`config.mk`:
```
export PLATFORM = sky130hd
export DESIGN_NAME = custom_regs_flat
export DESIGN_NICKNAME = d
export VERILOG_FILES = /design/src/bus_map_pkg.sv /design/src/sys_ctrl_pkg.sv /design/src/cpu_bus_if.sv /design/src/custom_regs.sv /design/src/flat_wrapper.sv
export SDC_FILE = /design/constraint.sdc
export NUM_CORES = 1
export LEC_CHECK = 0
export CAP_MARGIN = 15
export CORE_UTILIZATION = 57
export CTS_BUF_LIST = sky130_fd_sc_hd__clkbuf_16
export CTS_CLUSTER_DIAMETER = 100
export DETAILED_ROUTE_END_ITERATION = 16
export DONT_BUFFER_PORTS = 1
export GPL_TIMING_DRIVEN = 0
export HOLD_SLACK_MARGIN = 0.12
export PLACE_DENSITY = 0.71
export SETUP_SLACK_MARGIN = 0.1
export SYNTH_ARGS = -nofsm -noshare
export SYNTH_HDL_FRONTEND = slang
export SYNTH_SLANG_ARGS = --single-unit
```
`constraint.sdc`:
```
create_clock -name clk -period 2.2 [get_ports clk]
set_input_delay 0 -clock clk [delete_from_list [all_inputs] [get_ports clk]]
set_output_delay 0 -clock clk [all_outputs]
set_load 0.02 [all_outputs]
```
`src/kick_rom.hex`:
```
// kickstart rom, one 16-bit hex word per line, word 0 first
1111
4ef9
00f8
00d2
0000
ffff
5a3c
c3a5
2468
9bdf
7e01
0180
a55a
3c5a
6d2e
8421

```
`src/bus_map_pkg.sv`:
```
/* address map of the system bus: bus widths, region enum, memory sizes,
   region base bytes and custom register offsets */

package bus_map_pkg;

	// bus widths, addr is the 68000 word address A23..A1
	localparam int unsigned ADDR_W = 23;
	localparam int unsigned DATA_W = 16;
	localparam int unsigned BE_W   = 2;

	// decoded target of one processor access
	typedef enum logic [2:0] {
		reg_none,   // unmapped, reads as zero
		reg_chip,
		reg_kick,
		reg_cia,
		reg_custom,
		reg_rtc
	} region_t;

	// memory sizes in words, both mirror through their whole range
	localparam int unsigned CHIP_WORDS = 1024;
	localparam int unsigned KICK_WORDS = 16;
	localparam int unsigned CHIP_AW    = $clog2(CHIP_WORDS);
	localparam int unsigned KICK_AW    = $clog2(KICK_WORDS);
	localparam string       KICK_FILE  = "/design/src/kick_rom.hex";

	// range tags on the upper word address bits
	localparam logic [2:0]  CHIP_HI     = 3'b000;   // A23..A21, 0x000000-0x1fffff
	localparam logic [4:0]  KICK_HI     = 5'h1f;    // A23..A19, 0xf80000-0xffffff
	localparam logic [7:0]  CIA_BASE    = 8'hbf;    // top address byte
	localparam int unsigned CIA_A_SEL   = 11;       // word bit of A12, low selects CIA-A
	localparam logic [7:0]  RTC_BASE    = 8'hdc;
	localparam logic [11:0] CUSTOM_BASE = 12'hdff;  // custom page, A23..A12

	// custom register byte offsets inside the page
	localparam logic [11:0] INTENAR = 12'h01c;
	localparam logic [11:0] INTREQR = 12'h01e;
	localparam logic [11:0] INTENA  = 12'h09a;
	localparam logic [11:0] INTREQ  = 12'h09c;

endpackage

```
`src/sys_ctrl_pkg.sv`:
```
/* system control definitions: reset hold, bridge wait counts and states,
   interrupt register layout and level table */

package sys_ctrl_pkg;

	// reset stretch
	localparam int unsigned RESET_HOLD = 64;
	localparam int unsigned HOLD_W     = $clog2(RESET_HOLD);

	// extra cycles in st_wait, counted down to zero
	localparam int unsigned     WAIT_W    = 4;
	localparam logic [WAIT_W-1:0] FAST_WAIT = 4'd1;
	localparam logic [WAIT_W-1:0] CIA_WAIT  = 4'd9;   // slow E-clock style access

	typedef enum logic [1:0] {st_idle, st_wait, st_done} bridge_state_t;

	// intena/intreq layout
	localparam int unsigned IRQ_W      = 14;
	localparam int unsigned INT_MASTER = 14;   // master enable in intena
	localparam int unsigned INT_SETCLR = 15;   // 1 sets, 0 clears the written ones

	// priority level of each request bit, index 0 first
	localparam logic [2:0] LEVEL_OF_BIT [IRQ_W] = '{
		3'd1, 3'd1, 3'd1, 3'd2, 3'd3, 3'd3, 3'd3,
		3'd4, 3'd4, 3'd4, 3'd4, 3'd5, 3'd5, 3'd6
	};

endpackage

```
`src/cpu_bus_if.sv`:
```
/* internal processor bus: one accepted request plus its decoded region */

`timescale 1ns/1ns

interface cpu_bus_if import bus_map_pkg::*; ();

	logic [ADDR_W-1:0] addr;    // word address
	logic [DATA_W-1:0] wdata;
	logic              we;
	logic [BE_W-1:0]   be;      // [1] upper byte, [0] lower byte
	logic              strobe;  // one cycle, the accept cycle
	region_t           region;

	// request side, needs the region for its wait count
	modport bridge (
		output addr, wdata, we, be, strobe,
		input  region
	);

	// strobe and we feed the overlay register
	modport decoder (
		input  addr, we, strobe,
		output region
	);

	modport slave (
		input addr, wdata, we, be, strobe, region
	);

endinterface

```
`src/custom_regs.sv`:
```
/* custom register logic: intena/intreq with set/clear writes, interrupt
   priority encoder with level 7 override, rtc nibble window */

`timescale 1ns/1ns

module custom_regs
	import bus_map_pkg::*;
	import sys_ctrl_pkg::*;
(
	input  logic              clk,
	input  logic              sys_reset,
	cpu_bus_if.slave          bus,
	input  logic [IRQ_W-1:0]  irq_in,
	input  logic              int7,         // forces level 7
	input  logic [63:0]       rtc,          // 16 bcd nibbles
	output logic [DATA_W-1:0] custom_rdata,
	output logic [2:0]        cpu_ipl       // active high level
);

	logic [IRQ_W:0]   intena;       // bit 14 master enable
	logic [IRQ_W-1:0] intreq;
	logic [IRQ_W:0]   intena_nxt;
	logic [IRQ_W-1:0] intreq_nxt;
	logic [2:0]       level_nxt;
	logic [11:0]      reg_off;      // byte offset in custom page
	logic             reg_wr;
	logic             reg_rd;
	logic             rtc_rd;
	logic [3:0]       rtc_nib;

	assign reg_off = {bus.addr[10:0], 1'b0};
	assign reg_wr  = bus.strobe && bus.we && (bus.region == reg_custom);
	assign reg_rd  = !bus.we && (bus.region == reg_custom);
	assign rtc_rd  = !bus.we && (bus.region == reg_rtc);
	assign rtc_nib = rtc[{bus.addr[4:1], 2'b00} +: 4];   // A5..A2 pick the nibble

	//--------------------------------------------------------------------------
	// next register state and priority level

	always_comb begin
		intena_nxt = intena;
		intreq_nxt = intreq;
		if (reg_wr && (reg_off == INTENA)) begin
			if (bus.wdata[INT_SETCLR])
				intena_nxt = intena | bus.wdata[IRQ_W:0];
			else
				intena_nxt = intena & ~bus.wdata[IRQ_W:0];
		end
		if (reg_wr && (reg_off == INTREQ)) begin
			if (bus.wdata[INT_SETCLR])
				intreq_nxt = intreq | bus.wdata[IRQ_W-1:0];
			else
				intreq_nxt = intreq & ~bus.wdata[IRQ_W-1:0];
		end
		intreq_nxt = intreq_nxt | irq_in;   // hardware requests win over a clear

		level_nxt = 3'd0;
		if (intena_nxt[INT_MASTER]) begin
			for (int i = 0; i < IRQ_W; i++) begin
				if (intena_nxt[i] && intreq_nxt[i] && (LEVEL_OF_BIT[i] > level_nxt))
					level_nxt = LEVEL_OF_BIT[i];
			end
		end
		if (int7)
			level_nxt = 3'd7;
	end

	//--------------------------------------------------------------------------
	// registers

	always_ff @(posedge clk) begin
		if (sys_reset) begin
			intena  <= '0;
			intreq  <= '0;
			cpu_ipl <= 3'd0;
		end else begin
			intena  <= intena_nxt;
			intreq  <= intreq_nxt;
			cpu_ipl <= level_nxt;   // same edge as the registers
		end
	end

	// read data, zero unless the last strobe hit custom or rtc
	always_ff @(posedge clk) begin
		if (bus.strobe) begin
			if (reg_rd && (reg_off == INTENAR))
				custom_rdata <= DATA_W'(intena);
			else if (reg_rd && (reg_off == INTREQR))
				custom_rdata <= DATA_W'(intreq);
			else if (rtc_rd)
				custom_rdata <= DATA_W'(rtc_nib);
			else
				custom_rdata <= '0;
		end
	end

endmodule

```
`src/flat_wrapper.sv`:
```
// flat-port wrapper written by rule: the top's interface ports become plain ports
module custom_regs_flat import bus_map_pkg::*; import sys_ctrl_pkg::*;
  (clk, sys_reset, irq_in, int7, rtc, custom_rdata, cpu_ipl, bus_addr, bus_wdata, bus_we, bus_be, bus_strobe, bus_region);
  cpu_bus_if bus_i ();
  input  logic clk;
  input  logic sys_reset;
  input  logic [IRQ_W-1:0] irq_in;
  input  logic int7;
  input  logic [63:0] rtc;
  output logic [DATA_W-1:0] custom_rdata;
  output logic [2:0] cpu_ipl;
  input wire logic [$bits(bus_i.addr)-1:0] bus_addr;
  input wire logic [$bits(bus_i.wdata)-1:0] bus_wdata;
  input wire logic [$bits(bus_i.we)-1:0] bus_we;
  input wire logic [$bits(bus_i.be)-1:0] bus_be;
  input wire logic [$bits(bus_i.strobe)-1:0] bus_strobe;
  input wire logic [$bits(bus_i.region)-1:0] bus_region;
  assign bus_i.addr = bus_addr;
  assign bus_i.wdata = bus_wdata;
  assign bus_i.we = bus_we;
  assign bus_i.be = bus_be;
  assign bus_i.strobe = bus_strobe;
  assign bus_i.region = bus_region;
  custom_regs u_core (.clk(clk), .sys_reset(sys_reset), .bus(bus_i), .irq_in(irq_in), .int7(int7), .rtc(rtc), .custom_rdata(custom_rdata), .cpu_ipl(cpu_ipl));
endmodule
```
After elaboration in Yosys (flattened, before gate mapping)
Index checks and enable logic that the tools add are counted.

cells by class
  shift operators = 1
  multiplexer cells = 36
  bitwise operators = 7
  magnitude comparators = 13
  reduce and logical (&&, ||, !) cells = 37
  eq/ne operators = 6

operator list
  operator             number
  $mux 3               28
  $shiftx 64x7->4      1
  $mux 15              4
  $logic_and 1x1->1    35
  $mux 14              2
  $or 14x14->14        2
  $eq 11x4->1 const B  2
  $eq 11x7->1 const B  2
  $gt 3x3->1 const A   7
  $and 15x15->15       1
  $not 15->15          1
  $or 15x15->15        1
  $and 14x14->14       1
  $not 14->14          1
  $gt 2x3->1 const A   4
  $eq 3x3->1 const B   2
  $gt 1x3->1 const A   2
  $mux 4               1
  $reduce_or 2->1      1
  $logic_not 1->1      1
  $mux 1               1

word-level totals
  output and inout port bits = 19
  bits in registers = 48
  word-level logic and storage cells = 105

Depth between registers and ports, before layout
Gate-level depths: netlist of run 1.

  depth in word-level cells = 61
  depth in mapped cells = 11
  depth with buffers taken out = 8

Worst setup path after synthesis of run 1
Ideal clock, no wire load.

  path kind = input port to flip-flop
  from = input bus_addr[5]
  to = register u_core.cpu_ipl[0]
  required time = 2,081 ps
  cell stages on the path = 10
  data arrival time = 2,058 ps
  buffers on the path = 2
  path slack = 23 ps
  cell sequence = or4_4 -> nor4_4 -> buf_6 -> buf_6 -> a31oi_1 -> a311o_1 -> a222oi_1 -> o21ai_1 -> a21oi_1 -> o21bai_1

on the way
  word-level cells in the longest chain between the ends = 60
  elaborated cells between the ends (all ways) = 76
  classes of those cells = order compare (13); eq/ne (2); mux (31); bitwise (1); reduce/logical (29)

RTL lines
  what                  line                text
  start, declared       flat_wrapper.sv:12  input wire logic [$bits(bus_i.addr)-1:0] bus_addr;
  $eq 11x7->1           custom_regs.sv:49   if (reg_wr && (reg_off == INTREQ)) begin
  $logic_and 1x1->1     custom_regs.sv:49
  $mux 14               custom_regs.sv:49
  $or 14x14->14         custom_regs.sv:55   intreq_nxt = intreq_nxt | irq_in;
  $logic_and 1x1->1     custom_regs.sv:60   if (intena_nxt[i] && intreq_nxt[i] && (LEVEL_OF_BIT[i] > level_nxt))
  $mux 1                custom_regs.sv:60
  $mux 3                custom_regs.sv:58   if (intena_nxt[INT_MASTER]) begin
  $gt 1x3->1            custom_regs.sv:60
  [... 44 more ...]     --
  $logic_and 1x1->1     custom_regs.sv:60
  $mux 3                custom_regs.sv:60
  $mux 3                custom_regs.sv:58
  $gt 3x3->1            custom_regs.sv:60
  $logic_and 1x1->1     custom_regs.sv:60
  $mux 3                custom_regs.sv:60
  $mux 3 *              custom_regs.sv:58
  $mux 3 *              custom_regs.sv:64   if (int7)
  end signal, assigned  custom_regs.sv:79   cpu_ipl <= level_nxt;
  end, declared         custom_regs.sv:17   output logic [2:0] cpu_ipl

Mark *: on every way between the ends. The rest lies on a longest branch, timed or not. The select of a mux whose other input is x is not followed.
A chain may end at the register's enable or synchronous reset.

Worst setup path after layout of run 1
  from = input bus_region[0]
  to = register u_core.cpu_ipl[0]

on the way
  word-level cells in the longest chain between the ends = 61
  elaborated cells between the ends (all ways) = 76
  classes of those cells = order compare (13); eq/ne (1); mux (31); bitwise (1); reduce/logical (30)

RTL lines
  what                 line                text
  start, declared      flat_wrapper.sv:17  input wire logic [$bits(bus_i.region)-1:0] bus_region;
  $eq 3x3->1 *         custom_regs.sv:32   assign reg_wr = bus.strobe && bus.we && (bus.region == reg_custom);
  $logic_and 1x1->1 *  custom_regs.sv:32
  $logic_and 1x1->1    custom_regs.sv:49
  $mux 14              custom_regs.sv:49
  $or 14x14->14        custom_regs.sv:55
  $logic_and 1x1->1    custom_regs.sv:60
  $mux 1               custom_regs.sv:60
  $mux 3               custom_regs.sv:58
  [... 45 more ...]    --
  $logic_and 1x1->1    custom_regs.sv:60
  $mux 3               custom_regs.sv:60
  $mux 3               custom_regs.sv:58
  $gt 3x3->1           custom_regs.sv:60
  $logic_and 1x1->1    custom_regs.sv:60
  $mux 3               custom_regs.sv:60
  $mux 3 *             custom_regs.sv:58
  $mux 3 *             custom_regs.sv:64

Marks and branches as above.

==> results of run 1 <==
-- how the worst min path moves through the flow --
stage | start | endpoint | slack (ns) | cells after the start
2_1_floorplan | bus_strobe | u_core.custom_rdata[0]$_DFFE_PP_ | 0.11 | 0
3_3_place_gp | bus_strobe | u_core.custom_rdata[5]$_DFFE_PP_ | 0.11 | 0
3_5_place_dp | bus_strobe | u_core.custom_rdata[5]$_DFFE_PP_ | 0.11 | 0
4_1_cts | sys_reset | u_core.intena[9]$_SDFF_PP0_ | 0.15 | 2
5_1_grt | sys_reset | u_core.intena[9]$_SDFF_PP0_ | 0.17 | 2
6_report | sys_reset | u_core.intena[3]$_SDFF_PP0_ | 0.16 | 2
-- critical path, cell delays in order --
cell and delay, ns:
or4b_4 0.54, nor4_4 0.27, buf_6 0.17, buf_6 0.11, nand3_2 0.07, mux2_4 0.31, a222oi_1 0.33, buf_4 0.18
o21ai_2 0.06, a21oi_2 0.15, o21bai_1 0.08
-- synthesized netlist by cell type, types with 3 or more instances --
cell type / number
buf_2: 3
a31oi_1: 3
inv_1: 5
nand3_1: 19
a311oi_1: 3
o22ai_1: 5
o31a_1: 3
nor2b_1: 21
a211oi_1: 6
a21oi_1: 14
dfxtp_1: 32
clkbuf_1: 15
nand2_1: 4
a31o_2: 4
o21ai_0: 7
mux2_2: 9
nor2_1: 45
mux2i_1: 25
edfxtp_1: 15
mux4_2: 13
-- area by class of cell --
class / instances / share of cell area
clock buffer: 5 / 0.0348
tap: 67 / 0.0233
inverter: 5 / 0.00522
buffer: 24 / 0.0351
clock inverter: 3 / 0.00452
sequential: 47 / 0.303
timing repair buffer: 46 / 0.124
multi-input combinational: 215 / 0.469
-- metal layers --
layer,global-route usage,vias to the layer above,wire length [um]
met5,0,-,0
met1,0.350,1237,3140
met4,0.102,0,180
met2,0.538,164,4140
met3,0.0732,19,716
li1,-,1195,-
-- cell families after synthesis --
family | after synthesis | share of synthesized area
buf+inv | 29 | 0.0459
other cells | 1 | 0.00130
mux | 49 | 0.238
flops | 47 | 0.378
compound gates | 59 | 0.140
simple gates | 106 | 0.197
-- state kept, by name (all words and copies together) (netlist names) --
name and flops:
u_core.intena 15, u_core.cpu_ipl 3, u_core.custom_rdata 15, u_core.intreq 14
-- through the flow --
step                instances  power (mW)  instance area, um2  hold slack, ns  worst slack, ns
finish                    412        1.99                3600           0.158           0.0901
global route              412        2.04                3600           0.166          -0.0475
CTS                       407        1.98                3530           0.155           0.0796
detailed placement        358        1.20                2980           0.113           -0.279
global placement          358        1.19                2980           0.113           -0.277
floorplan                 291        1.15                2890           0.112           0.0556
-- power by group --
group	internal, mW	leakage, nW	switching (mW)	total, mW
clock network	0.415	0.0726	0.314	0.729
registers	0.927	0.414	0.0338	0.960
logic	0.161	0.933	0.135	0.296
-- timing repair --
item,in CTS,in global routing
hold buffers,39,1
pin swaps,3,9
gates cloned,0,0
gates resized for setup,3,15
setup buffers,2,5
hold endpoints to repair,47,1
endpoints found under the setup margin,2,17
==> key figures, run 1 <==
Synth
  • Post-synthesis sequential area ratio: 0.378
  • Ys Warns: 0
  • Post-synth ARST share: 0
  • Post-Syn Instances: 291
  • Share of the synthesized area in the top cell type: 0.222
  • Top_reg_cell synth: dfxtp_1
  • EDFF count, synth: 15
  • Synthesis-stage register bit count: 47
  • Syn_nets: 418
  • Area leader, netlist: dfxtp_1
  • Syn_area_per_cell: 9.92 um2
  • Cell variety after synth: 52
  • Top cells by area, synth: dfxtp_1, edfxtp_1, mux4_2, mux2i_1, nor2_1
  • Mapped cell area: 0.00289 mm2

Cells and area
  • Net count, final: approximately 470
  • Sequential cell area: between 0.001 and 0.0015 mm2
  • Fillers: 336
  • Most frequent cells in the layout: nor2_1, dlygate4sd3_1, dfxtp_1
  • Antenna Cells: 0
  • Area of the multi-input gates: 0.00169 mm2
  • Area growth syn-to-layout: 24.6%
  • Most common cell after layout, fill and taps aside: nor2_1
  • Share of cells above drive strength 1: 0.180
  • Finished Core Util: 0.751

Timing
  • Hold Fails Final Rpt: 0
  • Peak Freq: 0.474 GHz
  • Slew @ Worst Pin: 0.757 ns
  • RSZ-0062 raised after global routing: yes
  • Final Cycle Share: 0.959
  • Post-route setup TNS: 0 ns
  • Slew headroom: 0.495
  • Clock skew: 0.00595 ns
  • Fin. max-slew vios: 0
  • Final min period: roughly 2.1 ns
  • Final setup violation count: 0

Routing
  • DRT iter0 DRCs: 185
  • DRT Pass-1 Iters: 5
  • DRC errors left: 0
  • DRT Wirelength: 8.17 mm
  • DR vias: 2615
  • Final ANT Viol Nets: 0
  • Vias per cell: about 6.3
  • Wire per inst: a little under 20 um

Setup path
  • RR Startpoint: u_core.intreq[11]$_SDFF_PP0_
  • Nature of the critical path endpoint: flip-flop
  • Setup CP Type: input pin to flip-flop
  • R2r endpoint: u_core.cpu_ipl[1]$_SDFF_PP0_
  • Worst R2R Setup Slack: 0.60 ns
  • R2R depth: 5
  • Max Fanout on Critical Path: 5
  • Worst EP required: approximately 2.4 ns
  • Critical Path Sink: u_core.cpu_ipl[0]$_SDFF_PP0_
  • Worst EP arrival: between 2 and 2.5 ns
  • CP Launch Type: input pin
  • CP startpoint: bus_region[0]

Floorplanning
  • Initial core utilization: 0.603
  • Die extent in x: 73.2 um
  • Die footprint: 0.00535 mm2
  • Boundary Pins: 146
  • Die Y: 73.2 um
  • Number of cell rows: 25
  • Core Area: 0.00479 mm2

Global route
  • First-pass GRT wire length: 12.1 mm
  • Total GRT Usage: 0.301
  • Largest net degree at the start of global routing: 16
  • Vias in the first global route: 2571
  • Initial antenna violation count: 0
  • Grt total ovfl: 0

Power and ir drop
  • Power Dens Cells: roughly 550 mW/mm2
  • Max VDD drop: 0.000422 V
  • Leak pwr: 1.42 nW

Clock network
  • Num CTS Buffers: 5
  • CTS tree: built
  • CTS Buffer Depth: 2
  • Reg clk slew, reported paths: ~0.07 ns
  • Clk sinks: 47
  • H-tree Lvls: 2
  • Clock root buffer: clkbuf_16
  • Clk Latency, worst-skew pair: 0.28 ns

Flow run
  • Maxcap violations: 0

Placed design
  • I/O Buffers: 0
  • Gp weighted congestion: 0.825
  • Post-detail-place hpwl: 5.80 mm

Worst hold path
  • Hold Crit Class: input pin to flip-flop

Outcome
  • Status: completed
No activity file was read; power rests on OpenSTA's default activity.
==> inputs of run 2 (changes only) <==
--- a/config.mk
+++ b/config.mk
@@ -11,10 +11,10 @@
 export CTS_CLUSTER_DIAMETER = 100
 export DETAILED_ROUTE_END_ITERATION = 16
 export DONT_BUFFER_PORTS = 1
-export GPL_TIMING_DRIVEN = 0
 export HOLD_SLACK_MARGIN = 0.12
 export PLACE_DENSITY = 0.71
 export SETUP_SLACK_MARGIN = 0.1
+export SLEW_MARGIN = 20
 export SYNTH_ARGS = -nofsm -noshare
 export SYNTH_HDL_FRONTEND = slang
 export SYNTH_SLANG_ARGS = --single-unit
==> key figures, run 2 (synthesis results as in run 1) <==
Outcome
  • Status: completed (unchanged)

Routing
  • Wire per inst: 19.4 um (was 19.8 um)
  • DRT Pass-1 Iters: 5 (unchanged)
  • DR vias: 2481 (was 2615)
  • DRT Wirelength: 7.62 mm (was 8.17 mm)
  • Vias per cell: 6.33 (was 6.35)
  • DRC errors left: 0 (unchanged)
  • Final ANT Viol Nets: 0 (unchanged)
  • DRT iter0 DRCs: 141 (was 185)

Global route
  • Top Usage Layer GRT: met2 (unchanged)
  • Met1 global-route usage: 0.335 (was 0.350)
  • GR Layer Usage met3: 0.0732 (unchanged)
  • First-pass GRT wire length: 11.5 mm (was 12.1 mm)
  • Vias in the first global route: 2434 (was 2571)
  • Total GRT Usage: 0.282 (was 0.301)
  • Initial antenna violation count: 0 (unchanged)
  • GRT met2 Usage: 0.502 (was 0.538)
  • Grt total ovfl: 0 (unchanged)
  • Largest net degree at the start of global routing: 31 (was 16)

Timing
  • Slew @ Worst Pin: 1.17 ns (was 0.757 ns)
  • Slew headroom: 0.219 (was 0.495)
  • Clock skew: 0.00644 ns (was 0.00595 ns)
  • Fin. max-slew vios: 0 (unchanged)
  • Final min period: 2.03 ns (was 2.11 ns)
  • Final Cycle Share: 0.921 (was 0.959)
  • Peak Freq: 0.493 GHz (was 0.474 GHz)
  • RSZ-0062 raised after global routing: yes (unchanged)
  • Final setup violation count: 0 (unchanged)
  • Worst hold margin: 0.144 ns (was 0.158 ns)
  • Hold Fails Final Rpt: 0 (unchanged)

Placed design
  • I/O Buffers: 0 (unchanged)
  • Gp weighted congestion: 0.774 (was 0.825)
  • Post-detail-place hpwl: 5.27 mm (was 5.80 mm)

Cells and area
  • Antenna Cells: 0 (unchanged)
  • Regs by FF count: u_core.custom_rdata x15, u_core.intena x15, u_core.intreq x14 (unchanged)
  • Share of cells above drive strength 1: 0.163 (was 0.180)
  • Net count, final: 451 (was 471)
  • Most common cell after layout, fill and taps aside: nor2_1 (unchanged)
  • Most frequent cells in the layout: nor2_1, dlygate4sd3_1, dfxtp_1 (unchanged)
  • Area growth syn-to-layout: 21.1% (was 24.6%)
  • Finished Core Util: 0.730 (was 0.751)

Setup path
  • Max Fanout on Critical Path: 15 (was 5)
  • CP top delay family: simple AND/OR/NAND/NOR gates (unchanged)
  • Nature of the critical path endpoint: flip-flop (unchanged)
  • Largest stage delay, worst path: 0.56 ns (was 0.54 ns)
  • Slowest-stage cell, CP: dlygate4sd3_1 (was or4b_4)
  • CP Launch Type: input pin (unchanged)
  • Crit-path cells: or4_4 > nor4_4 > buf_12 > buf_6 > and3b_1 > a21oi_1 > nor2_1 > dlygate4sd3_1 > nor2_1 (was or4b_4 > nor4_4 > buf_6 > buf_6 > nand3_2 > mux2_4 > a222oi_1 > buf_4 > o21ai_2 > a21oi_2 > o21bai_1)
  • Worst EP arrival: 2.15 ns (was 2.28 ns)
  • Worst path buffer plus inverter count: 3 (unchanged)
  • Worst EP required: 2.33 ns (was 2.37 ns)
  • Crit-path most repeated cell: nor2_1 (was buf_6)
  • Setup CP Type: input pin to flip-flop (unchanged)

Floorplanning
  • Core Area: 0.00479 mm2 (unchanged)
  • Die Y: 73.2 um (unchanged)
  • Die footprint: 0.00535 mm2 (unchanged)
  • Initial core utilization: 0.603 (unchanged)
  • Number of cell rows: 25 (unchanged)
  • Boundary Pins: 146 (unchanged)
  • Die extent in x: 73.2 um (unchanged)

Clock network
  • CTS Buffer Depth: 2 (unchanged)
  • Num CTS Buffers: 5 (unchanged)
  • Clk sinks: 47 (unchanged)
  • H-tree Lvls: 2 (unchanged)
  • CTS tree: built (unchanged)
  • Clock root buffer: clkbuf_16 (unchanged)
  • Clk Latency, worst-skew pair: 0.28 ns (about the same)
  • Reg clk slew, reported paths: 0.06 ns (was 0.07 ns)

Worst hold path
  • Hold Crit Class: input pin to flip-flop (unchanged)

Power and ir drop
  • Leak pwr: 1.37 nW (was 1.42 nW)
  • Power Dens Cells: 558 mW/mm2 (was 552 mW/mm2)
  • Max VDD drop: 0.000583 V (was 0.000422 V)

Flow run
  • Maxcap violations: 0 (unchanged)
## run 2: area by class of cell
type / instances / area [um2]
sequential: 47 / 1090
tap: 67 / 83.8
clock inverter: 3 / 13.8
timing repair buffer: 50 / 489
multi-input combinational: 215 / 1670
inverter: 5 / 18.8
fill: 345 / 1290
clock buffer: 5 / 125
## run 2: worst reg2reg max path: stages (launching register included)
cell and delay (ns):
dfxtp_1 0.32, inv_1 0.05, a31oi_1 0.03, a311o_1 0.34, a222oi_1 0.35, o21ai_1 0.13, a21oi_1 0.16, o21bai_1 0.07
## run 2: worst paths after layout
| kind | startpoint | cells past startpoint | slack (ns) | end |
|---|---|---|---|---|
| min reg2reg | u_core.intena[8]$_SDFF_PP0_ | 2 | 0.53 | u_core.intena[8]$_SDFF_PP0_ |
| min | irq_in[11] | 4 | 0.14 | u_core.cpu_ipl[0]$_SDFF_PP0_ |
| max reg2reg | u_core.intreq[5]$_SDFF_PP0_ | 7 | 0.65 | u_core.cpu_ipl[0]$_SDFF_PP0_ |
| max | bus_addr[5] | 9 | 0.17 | u_core.intreq[12]$_SDFF_PP0_ |
## run 2: report_power, final
part	internal [mW]	switching [mW]
clock	0.414	0.307
combinational	0.154	0.113
sequential	0.927	0.0343
## run 2: through the flow
stage / power, mW / setup slack [ns] / instances / instance area, um2 / TNS [ns]
2_1_floorplan: 1.15 / 0.0556 / 291 / 2890 / 0
3_3_place_gp: 1.15 / -0.0331 / 345 / 2960 / -0.0810
3_5_place_dp: 1.15 / -0.0477 / 345 / 2960 / -0.104
4_1_cts: 1.94 / 0.117 / 391 / 3470 / 0
5_1_grt: 2.01 / 0.0564 / 392 / 3500 / 0
6_report: 1.95 / 0.173 / 392 / 3500 / 0
## run 2: what timing repair did
action	in CTS	in global routing
hold buffers	38	0
setup endpoints to repair	0	7
endpoints found under the hold margin	62	0
setup buffers	0	1
gates resized for setup	0	5
## run 2: layer usage
layer	up-vias	part of all wire
li1	1153	-
met1	1182	0.41
met2	129	0.50
met3	17	0.081
met4	0	0.016
met5	-	0
==> inputs of run 3 (changes only) <==
--- a/config.mk
+++ b/config.mk
@@ -6,6 +6,7 @@
 export NUM_CORES = 1
 export LEC_CHECK = 0
 export CAP_MARGIN = 15
+export CORE_ASPECT_RATIO = 1.75
 export CORE_UTILIZATION = 57
 export CTS_BUF_LIST = sky130_fd_sc_hd__clkbuf_16
 export CTS_CLUSTER_DIAMETER = 100
==> key figures, run 3 (synthesis results as in run 1) <==
Cells and area
  • Finished Core Util: 0.738 (was 0.730)
  • Area growth syn-to-layout: 22.5% (was 21.1%)
  • Regs by FF count: u_core.custom_rdata x15, u_core.intena x15, u_core.intreq x14 (unchanged)
  • Share of cells above drive strength 1: 0.173 (was 0.163)
  • Fillers: 361 (was 345)
  • Area of the multi-input gates: 0.00167 mm2 (about the same)
  • Non-Filler Instances: 384 (was 392)
  • Most common cell after layout, fill and taps aside: nor2_1 (unchanged)
  • Sequential cell area: 0.00109 mm2 (unchanged)
  • Most frequent cells in the layout: nor2_1, dlygate4sd3_1, dfxtp_1 (unchanged)
  • Net count, final: 456 (was 451)

Timing
  • RSZ-0062 raised after global routing: yes (unchanged)
  • Final Cycle Share: 0.930 (was 0.921)
  • Hold Fails Final Rpt: 0 (unchanged)
  • Fin. max-slew vios: 0 (unchanged)
  • Final worst slack: 0.155 ns (was 0.173 ns)
  • Slew @ Worst Pin: 1.03 ns (was 1.17 ns)
  • Post-route setup TNS: 0 ns (unchanged)
  • Peak Freq: 0.489 GHz (was 0.493 GHz)
  • Slew headroom: 0.310 (was 0.219)
  • Final min period: 2.04 ns (was 2.03 ns)
  • Final setup violation count: 0 (unchanged)
  • Worst hold margin: 0.150 ns (was 0.144 ns)
  • Clock skew: 0.00237 ns (was 0.00644 ns)

Routing
  • DRT Wirelength: 7.83 mm (was 7.62 mm)
  • Uppermost layer routed: met5 (was met4)
  • DRC errors left: 0 (unchanged)
  • WL met1: 2.72 mm (was 3.10 mm)
  • Wire length on met2: 4.22 mm (was 3.78 mm)
  • DRT iter0 DRCs: 88 (was 141)
  • DRT Pass-1 Iters: 4 (was 5)
  • Met3 WL: 624 um (was 618 um)
  • Final ANT Viol Nets: 0 (unchanged)
  • DR vias: 2522 (was 2481)
  • Wire per inst: 20.4 um (was 19.4 um)
  • Vias per cell: 6.57 (was 6.33)

Setup path
  • R2r endpoint: u_core.cpu_ipl[0]$_SDFF_PP0_ (unchanged)
  • R2R depth: 7 (unchanged)
  • CP startpoint: bus_addr[5] (unchanged)
  • Worst EP arrival: 2.20 ns (was 2.15 ns)
  • Worst R2R Setup Slack: 0.62 ns (was 0.65 ns)
  • Worst EP required: 2.35 ns (was 2.33 ns)
  • Setup CP Type: input pin to flip-flop (unchanged)
  • Nature of the critical path endpoint: flip-flop (unchanged)
  • CP Launch Type: input pin (unchanged)
  • RR Startpoint: u_core.intreq[5]$_SDFF_PP0_ (unchanged)
  • Critical Path Sink: u_core.intena[8]$_SDFF_PP0_ (was u_core.intreq[12]$_SDFF_PP0_)
  • Max Fanout on Critical Path: 11 (was 15)

Global route
  • Vias in the first global route: 2558 (was 2434)
  • Grt total ovfl: 0 (unchanged)
  • First-pass GRT wire length: 11.9 mm (was 11.5 mm)
  • Largest net degree at the start of global routing: 31 (unchanged)
  • Initial antenna violation count: 3 (was 0)
  • Total GRT Usage: 0.288 (was 0.282)

Clock network
  • Reg clk slew, reported paths: 0.06 ns (about the same)
  • CTS tree: built (unchanged)
  • Num CTS Buffers: 5 (unchanged)
  • Clk Latency, worst-skew pair: 0.28 ns (about the same)
  • Clock root buffer: clkbuf_16 (unchanged)
  • H-tree Lvls: 2 (unchanged)
  • CTS Buffer Depth: 2 (unchanged)
  • Clk sinks: 47 (unchanged)

Placed design
  • Gp weighted congestion: 0.817 (was 0.774)
  • Cells after DPL: 333 (was 345)
  • I/O Buffers: 0 (unchanged)
  • Dpl ws: -0.134 ns (was -0.0477 ns)
  • Post-detail-place hpwl: 5.48 mm (was 5.27 mm)

Floorplanning
  • Core Area: 0.00479 mm2 (about the same)
  • Initial core utilization: 0.603 (about the same)
  • Number of cell rows: 33 (was 25)
  • Die Y: 96.1 um (was 73.2 um)
  • Boundary Pins: 146 (unchanged)
  • Die footprint: 0.00536 mm2 (was 0.00535 mm2)
  • Die extent in x: 55.8 um (was 73.2 um)

Worst hold path
  • Hold Crit Class: input pin to flip-flop (unchanged)
  • Hold Path Stages: 4 (unchanged)

Power and ir drop
  • Power Dens Cells: 550 mW/mm2 (was 558 mW/mm2)
  • Leak pwr: 1.40 nW (was 1.37 nW)
  • Max VDD drop: 0.000707 V (was 0.000583 V)

Outcome
  • Status: completed (unchanged)

Flow run
  • Maxcap violations: 0 (unchanged)
[run 3: final cells by class]
class / count / area share
diodes: 2 / 0.00142
clock inverters: 3 / 0.00318
flip-flops and latches: 47 / 0.309
clock buffers: 5 / 0.0354
inverters: 5 / 0.00531
repair buffers: 55 / 0.155
multi-input cells: 215 / 0.473
well taps: 52 / 0.0184
[run 3: worst min-delay path by stage]
stage                            from                          endpoint  slack [ns]
after CTS                  irq_in[11]      u_core.cpu_ipl[0]$_SDFF_PP0_        0.13
after floorplan            bus_strobe  u_core.custom_rdata[0]$_DFFE_PP_        0.11
final                      irq_in[11]      u_core.cpu_ipl[0]$_SDFF_PP0_        0.15
after global routing      bus_addr[1]      u_core.intena[12]$_SDFF_PP0_        0.18
after detailed placement    sys_reset      u_core.intena[13]$_SDFF_PP0_        0.08
after global placement      sys_reset      u_core.intreq[13]$_SDFF_PP0_        0.08
[run 3: routing by layer]
layer / GRT usage / vias up
met5: 0 / -
met4: 0.131 / 2
met3: 0.0726 / 27
met2: 0.557 / 150
met1: 0.283 / 1176
li1: - / 1167
[run 3: power breakdown]
part           internal [mW]  switching (mW)
combinational          0.153           0.111
clock                  0.410           0.311
sequential             0.927          0.0344
total                   1.49           0.456
[run 3: worst max-delay path, stage by stage]
cell and delay, ns:
or4_4 0.53, nor4_4 0.21, buf_4 0.18, buf_12 0.12, buf_4 0.18, nand3_1 0.11, mux2i_1 0.22, dlygate4sd3_1 0.60
nor2_1 0.04
[run 3: metrics by stage]
| step | area [um2] | power (mW) |
|---|---|---|
| 2_1_floorplan | 2890 | 1.15 |
| 3_3_place_gp | 2970 | 1.15 |
| 3_5_place_dp | 2970 | 1.15 |
| 4_1_cts | 3490 | 1.95 |
| 5_1_grt | 3530 | 2.00 |
| 6_report | 3540 | 1.94 |
[run 3: what timing repair did]
item | 4_1_cts | 5_1_grt
buffers inserted | 0 | 2
endpoints found under the setup margin | 0 | 7
resized for setup | 0 | 3
hold buffers | 38 | 0
hold endpoints to repair | 62 | 0
